==> src/hdl/game_link_defines.svh <==
// Game link receive path parameters.
// Serial bit timing, FIFO depth and card slot count shared by the
// receiver, FIFO, decoder and top level.

`ifndef GAME_LINK_DEFINES_SVH
`define GAME_LINK_DEFINES_SVH

// clock cycles per serial bit at the fixed line rate.
`define CLKS_PER_BIT 16

// FIFO depth is 2**FIFO_AW bytes.
`define FIFO_AW 3

// card slots held by the decoder.
`define NUM_CARDS 9

`endif
==> src/hdl/game_link_pkg.sv <==
// Game link types.
// Card value nibble and the link byte, which is read either as a
// control message or as a card message depending on its low nibble.

package game_link_pkg;

    typedef logic [3:0] card_value_t;

    // control message when the opcode is 0.
    typedef struct packed {
        logic [1:0] spare;
        logic       deal;
        logic       dealer_finished;
        logic [3:0] opcode;
    } ctrl_msg_t;

    // card message for slot codes 1 to 15.
    typedef struct packed {
        card_value_t value;
        logic [3:0]  slot;
    } card_msg_t;

    typedef union packed {
        ctrl_msg_t ctrl;
        card_msg_t card;
    } link_byte_t;

endpackage

==> src/hdl/game_link_rx.sv <==
// Game link receive top.
// Serial line into the UART receiver, through the byte FIFO, into the
// message decoder that holds the flags and card slots.

`timescale 1ns/1ps
`include "game_link_defines.svh"

module game_link_rx (
    input  logic                                         clk,
    input  logic                                         rst,
    input  logic                                         rx,
    output logic                                         deal,
    output logic                                         dealer_finished,
    output game_link_pkg::card_value_t [`NUM_CARDS-1:0] card_values,
    output logic                                         frame_error
);

    game_link_pkg::link_byte_t rx_data;
    game_link_pkg::link_byte_t read_data;
    logic                      rx_done;
    logic                      rx_empty;
    logic                      rd_uart;

    uart_rx u_uart_rx (
        .clk         (clk),
        .rst         (rst),
        .rx          (rx),
        .rx_data     (rx_data),
        .rx_done     (rx_done),
        .frame_error (frame_error)
    );

    rx_fifo u_rx_fifo (
        .clk       (clk),
        .rst       (rst),
        .wr        (rx_done),
        .wr_data   (rx_data),
        .rd        (rd_uart),
        .read_data (read_data),
        .rx_empty  (rx_empty)
    );

    uart_decoder u_uart_decoder (
        .clk             (clk),
        .rst             (rst),
        .read_data       (read_data),
        .rx_empty        (rx_empty),
        .rd_uart         (rd_uart),
        .deal            (deal),
        .dealer_finished (dealer_finished),
        .card_values     (card_values)
    );

endmodule

==> src/hdl/uart_decoder.sv <==
// Link message decoder.
// Pops bytes from the receive FIFO and keeps the game state: the deal and
// dealer_finished flags from control messages and the card slots from
// card messages.

`timescale 1ns/1ps
`include "game_link_defines.svh"

module uart_decoder (
    input  logic                                         clk,
    input  logic                                         rst,
    input  game_link_pkg::link_byte_t                    read_data,
    input  logic                                         rx_empty,
    output logic                                         rd_uart,
    output logic                                         deal,
    output logic                                         dealer_finished,
    output game_link_pkg::card_value_t [`NUM_CARDS-1:0] card_values
);

    logic                                         decode_en;
    logic                                         rd_uart_nxt;
    logic                                         deal_nxt;
    logic                                         dealer_finished_nxt;
    game_link_pkg::card_value_t [`NUM_CARDS-1:0] card_values_nxt;
    logic [3:0]                                   slot_idx;

    // a pending pop blocks decode, so each byte is seen once.
    assign decode_en = !rx_empty && !rd_uart;

    // codes past the last slot fall back to slot 0.
    always_comb begin
        slot_idx = 4'd0;
        if (read_data.card.slot != 4'd0 && read_data.card.slot <= 4'(`NUM_CARDS)) begin
            slot_idx = read_data.card.slot - 4'd1;
        end
    end

    always_comb begin
        deal_nxt            = deal;
        dealer_finished_nxt = dealer_finished;
        card_values_nxt     = card_values;
        rd_uart_nxt         = 1'b0;
        if (decode_en) begin
            rd_uart_nxt = 1'b1;
            if (read_data.ctrl.opcode == 4'd0) begin
                deal_nxt            = read_data.ctrl.deal;
                dealer_finished_nxt = read_data.ctrl.dealer_finished;
            end else begin
                card_values_nxt[slot_idx] = read_data.card.value;
            end
        end
    end

    always_ff @(posedge clk) begin
        if (rst) begin
            rd_uart         <= 1'b0;
            deal            <= 1'b0;
            dealer_finished <= 1'b0;
            card_values     <= '0;
        end else begin
            rd_uart         <= rd_uart_nxt;
            deal            <= deal_nxt;
            dealer_finished <= dealer_finished_nxt;
            card_values     <= card_values_nxt;
        end
    end

endmodule

==> src/hdl/rx_fifo.sv <==
// Receive byte FIFO.
// Circular buffer with show-ahead output between the UART receiver and
// the decoder. Writes while full are dropped.

`timescale 1ns/1ps
`include "game_link_defines.svh"

module rx_fifo (
    input  logic                      clk,
    input  logic                      rst,
    input  logic                      wr,
    input  game_link_pkg::link_byte_t wr_data,
    input  logic                      rd,
    output game_link_pkg::link_byte_t read_data,
    output logic                      rx_empty
);

    localparam int depth = 2 ** `FIFO_AW;

    game_link_pkg::link_byte_t mem [depth];

    logic [`FIFO_AW-1:0] wr_ptr;
    logic [`FIFO_AW-1:0] rd_ptr;
    logic [`FIFO_AW:0]   count;
    logic                full;
    logic                do_wr;

    assign full      = (count == (`FIFO_AW + 1)'(depth));
    assign rx_empty  = (count == '0);
    assign do_wr     = wr && !full;
    assign read_data = mem[rd_ptr]; // show-ahead head byte.

    always_ff @(posedge clk) begin
        if (do_wr) mem[wr_ptr] <= wr_data;
    end

    // the only reader checks rx_empty before popping.
    always_ff @(posedge clk) begin
        if (rst) begin
            wr_ptr <= '0;
            rd_ptr <= '0;
            count  <= '0;
        end else begin
            if (do_wr) wr_ptr <= wr_ptr + 1'b1;
            if (rd)    rd_ptr <= rd_ptr + 1'b1;
            case ({do_wr, rd})
                2'b10:   count <= count + 1'b1;
                2'b01:   count <= count - 1'b1;
                default: count <= count;
            endcase
        end
    end

endmodule

==> src/hdl/uart_rx.sv <==
// UART receiver, 8N1.
// Confirms the start bit at mid-bit, samples eight data bits LSB first
// and checks the stop bit. A low stop bit gives frame_error instead of rx_done.

`timescale 1ns/1ps
`include "game_link_defines.svh"

module uart_rx (
    input  logic                      clk,
    input  logic                      rst,
    input  logic                      rx,
    output game_link_pkg::link_byte_t rx_data,
    output logic                      rx_done,
    output logic                      frame_error
);

    localparam int cnt_w = $clog2(`CLKS_PER_BIT);
    localparam logic [cnt_w-1:0] half_bit = cnt_w'(`CLKS_PER_BIT / 2 - 1);
    localparam logic [cnt_w-1:0] full_bit = cnt_w'(`CLKS_PER_BIT - 1);

    typedef enum logic [1:0] {
        s_idle,
        s_start,
        s_data,
        s_stop
    } state_t;

    state_t           state;
    logic [cnt_w-1:0] clk_cnt;
    logic [2:0]       bit_cnt;
    logic             rx_meta;
    logic             rx_sync;
    logic             sample_data;

    // two flops on the asynchronous line.
    always_ff @(posedge clk) begin
        if (rst) begin
            rx_meta <= 1'b1;
            rx_sync <= 1'b1;
        end else begin
            rx_meta <= rx;
            rx_sync <= rx_meta;
        end
    end

    assign sample_data = (state == s_data) && (clk_cnt == full_bit);

    always_ff @(posedge clk) begin
        if (sample_data) begin
            rx_data <= {rx_sync, rx_data[7:1]}; // lsb arrives first.
        end
    end

    always_ff @(posedge clk) begin
        if (rst) begin
            state       <= s_idle;
            clk_cnt     <= '0;
            bit_cnt     <= '0;
            rx_done     <= 1'b0;
            frame_error <= 1'b0;
        end else begin
            rx_done     <= 1'b0;
            frame_error <= 1'b0;
            case (state)
                s_idle: begin
                    clk_cnt <= '0;
                    if (!rx_sync) state <= s_start; // falling edge.
                end
                s_start: begin
                    if (rx_sync) begin
                        state <= s_idle; // line rose again before mid-bit.
                    end else if (clk_cnt == half_bit) begin
                        state   <= s_data;
                        clk_cnt <= '0;
                        bit_cnt <= '0;
                    end else begin
                        clk_cnt <= clk_cnt + 1'b1;
                    end
                end
                s_data: begin
                    if (clk_cnt == full_bit) begin
                        clk_cnt <= '0;
                        bit_cnt <= bit_cnt + 1'b1;
                        if (bit_cnt == 3'd7) state <= s_stop;
                    end else begin
                        clk_cnt <= clk_cnt + 1'b1;
                    end
                end
                s_stop: begin
                    if (clk_cnt == full_bit) begin
                        rx_done     <= rx_sync;
                        frame_error <= !rx_sync;
                        clk_cnt     <= '0;
                        state       <= s_idle;
                    end else begin
                        clk_cnt <= clk_cnt + 1'b1;
                    end
                end
                default: state <= s_idle;
            endcase
        end
    end

endmodule

==> config.mk <==
export PLATFORM = sky130hd
export DESIGN_NAME = game_link_rx
export DESIGN_NICKNAME = d
export VERILOG_FILES = /design/src/hdl/game_link_pkg.sv /design/src/hdl/game_link_rx.sv /design/src/hdl/uart_decoder.sv /design/src/hdl/rx_fifo.sv /design/src/hdl/uart_rx.sv
export VERILOG_INCLUDE_DIRS = /design/src /design/src/hdl
export SDC_FILE = /design/constraint.sdc
export NUM_CORES = 1
export LEC_CHECK = 0
export BUFFER_PORTS_ARGS = -buffer_cell sky130_fd_sc_hd__buf_2
export CAP_MARGIN = 10
export CELL_PAD_IN_SITES_DETAIL_PLACEMENT = 1
export CELL_PAD_IN_SITES_GLOBAL_PLACEMENT = 2
export CORE_UTILIZATION = 42
export CTS_BUF_LIST = sky130_fd_sc_hd__clkbuf_4 sky130_fd_sc_hd__clkbuf_8 sky130_fd_sc_hd__clkbuf_16
export CTS_CLUSTER_SIZE = 16
export DETAILED_ROUTE_END_ITERATION = 8
export PLACE_DENSITY = 0.9
export SLEW_MARGIN = 30
export SYNTH_ARGS = -nofsm -noshare
export SYNTH_HDL_FRONTEND = slang
export SYNTH_SLANG_ARGS = --single-unit
==> constraint.sdc <==
create_clock -name clk -period 3.2 [get_ports clk]
set_clock_uncertainty 0.05 [all_clocks]
set_input_delay 0.48 -clock clk [delete_from_list [all_inputs] [get_ports clk]]
set_output_delay 0.48 -clock clk [all_outputs]
set_load 0.1 [all_outputs]
==> flow_summary.json <==
{
  "status": "complete, no violations",
  "crit_type": "reg2reg",
  "drive_above_1_share": 0.2374,
  "die_x_um": 118.4,
  "fmax_ghz": 0.3399,
  "netlist_area_um2": 5689,
  "path_buf_inv": 1,
  "cp_data_required_time_ps": 3430,
  "netlist_instances": 433,
  "cts_tree": "done",
  "grt_max_degree": 41,
  "fin_area_um2": 6760,
  "synthDistinctLibCells": 50,
  "yosys_register_bits": 137,
  "overflow": 0,
  "critPathMaxStageDelay_ps": 460,
  "final_cells": 673,
  "cts_made_buffers": 17,
  "track_usage": 0.1952,
  "drtPass1Iterations": 4,
  "start_kind": "flip-flop",
  "maxSlewViolCount": 0,
  "period_share": 0.9194,
  "worst_slack_ps": 258.0,
  "vias": 3489,
  "ys_warn_count": 0,
  "area_growth_pct": 18.83,
  "power.total_mw": 3.955,
  "diodes": 0,
  "post_dp_cell_area_um2": 6118,
  "setup_viol": 0,
  "cts_buffer_depth": 2,
  "final_cell_mix": "edfxtp_1, dfxtp_1, mux2i_1, buf_2, nand2b_1",
  "syn_area_per_cell_um2": 13.14,
  "fin_setup_tns_ps": 0,
  "die-area_um2": 14020,
  "wl_um": 12620,
  "nets": 498,
  "cp_top_family": "simple AND/OR/NAND/NOR gates",
  "ir_worst_vdd_uv": 370.9,
  "fp.dieH_um": 118.4,
  "drt-vias-per-instance": 5.184,
  "syn_nets": 447,
  "wl_per_cell_um": 18.74,
  "crit_fanout": 21,
  "rsz0062_at_grt": "false",
  "clock_sinks": 137,
  "h-tree-depth": 4,
  "synthFlopType": "edfxtp_1",
  "cts_hold_buf": 0,
  "max_slew_margin": 0.3798,
  "ys_async_sr_fraction": 0,
  "final_antenna_net_count": 0,
  "grt_pass1_vias": 3777,
  "antenna_found_initial": 0,
  "min-delay-start": "rx",
  "worst_pin_slew_ps": 925.3,
  "layout_commonest_cell": "edfxtp_1",
  "total_leakage_power_nw": 2.618,
  "grt_pass1_wl_um": 20240,
  "placedCellCount": 641,
  "portBuffers": 41,
  "insertion_delay_ps": 420,
  "place_congestion": 0.7871,
  "critPathCaptureType": "flip-flop",
  "drc": 0,
  "hold_viol": 0,
  "cp.arrival_ps": 3170,
  "num_rows": 42,
  "ys_seq_area_frac": 0.6088,
  "dp_slack_ps": 106.8,
  "cp_slowest_cell": "or3_1",
  "drtIter0Drc": 121,
  "initial_utilization": 0.4296,
  "synth_edf_count": 72,
  "hold_path_class": "in2reg",
  "cp_cell_sequence": "buf_6 -> mux2i_1 -> a22oi_1 -> nand2_1 -> ha_1 -> or3_1 -> nor4_4 -> nand2_1 -> mux2i_1",
  "dp_hpwl_um": 8119,
  "ios": 42,
  "fin_crit_ps": 2942,
  "clk_pin_slew_ps": 60,
  "cts_root_buffer": "clkbuf_16",
  "power_per_cell_area_nw_per_um2": 585.1,
  "maxCapViolCount": 0,
  "core_um2": 13240
}
-- synth_stat cells, types with 6 or more instances --
| library cell | n | share of area |
|---|---|---|
| nand3_1 | 6 | 0.0053 |
| clkbuf_1 | 13 | 0.0086 |
| mux2i_1 | 43 | 0.076 |
| nand2b_1 | 38 | 0.042 |
| nor2_1 | 33 | 0.022 |
| nor3_1 | 11 | 0.0097 |
| a21oi_1 | 14 | 0.012 |
| edfxtp_1 | 72 | 0.38 |
| dfxtp_1 | 65 | 0.23 |
| o21ai_0 | 10 | 0.0088 |
| mux4_2 | 15 | 0.059 |
| ha_1 | 10 | 0.022 |
| nand2_1 | 26 | 0.017 |
| inv_1 | 8 | 0.0053 |
-- per-stage QoR --
| step | util | hold WS, ps |
|---|---|---|
| finish | 0.5105 | 204.5 |
| floorplan | - | 339.5 |
| detailed placement | 0.4620 | 353.5 |
| CTS | 0.5097 | 184.2 |
| global route | 0.5105 | 206.0 |
| global placement | 0.4620 | 352.5 |
-- layer usage --
metal | part of all wire | up-vias | GRT usage
met5 | 0 | - | 0
met4 | 0.026 | 0 | 0.09494
met3 | 0.025 | 29 | 0.04344
met2 | 0.53 | 49 | 0.3434
met1 | 0.42 | 1737 | 0.2242
li1 | - | 1674 | -
-- area by class of cell --
type	instances	area, µm²
inverter	9	33.78
multi-input combinational	267	2118
tap	176	220.2
fill	1372	6482
clock buffer	17	425.4
sequential	137	3465
clock inverter	15	206.4
timing repair buffer	52	291.5
-- sequential cells by signal (all words and copies together), names as in the netlist, named ones only --
register and count:
u_rx_fifo.count 4, u_rx_fifo.mem 64, u_rx_fifo.rd_ptr 3, u_rx_fifo.wr_ptr 3, u_uart_decoder.card_values 36, u_uart_decoder.deal 1
u_uart_decoder.dealer_finished 1, u_uart_decoder.rd_uart 1, u_uart_rx.bit_cnt 3, u_uart_rx.clk_cnt 4, u_uart_rx.frame_error 1, u_uart_rx.rx_data 8
u_uart_rx.rx_done 1, u_uart_rx.rx_meta 1, u_uart_rx.rx_sync 1, u_uart_rx.state 1
-- kinds of logic (layout without fill, tap and decap cells) --
logic type,Yosys count,after routing,synth area share
simple gates,147,147,0.1458
flops,137,137,0.6088
mux,63,63,0.1449
compound gates,39,39,0.04267
buf+inv,29,93,0.02155
fa+ha+maj,11,11,0.02551
xor+xnor,7,7,0.01078
-- final timing paths --
kind | endpoint | slack, ps | cells after the start
hold / removal | u_uart_rx.rx_meta | 200 | 2
hold reg to reg | u_uart_rx.rx_sync | 360 | 1
setup reg to reg | u_uart_decoder.card_values[28] | 260 | 9
setup / recovery | u_uart_decoder.card_values[28] | 260 | 9
-- report_power, final --
| part | internal, mW | switching (mW) |
|---|---|---|
| combinational | 0.0111 | 0.0177 |
| sequential | 1.83 | 0.00248 |
| clock | 1.37 | 0.723 |
| total | 3.21 | 0.744 |
-- timing repair --
action | in CTS | in global routing
resized for setup | 0 | 2
endpoints found under the hold margin | 0 | 0
endpoints found under the setup margin | 0 | 17
buffers inserted | 0 | 0
Note: power is estimated with default switching activity, not from simulation.
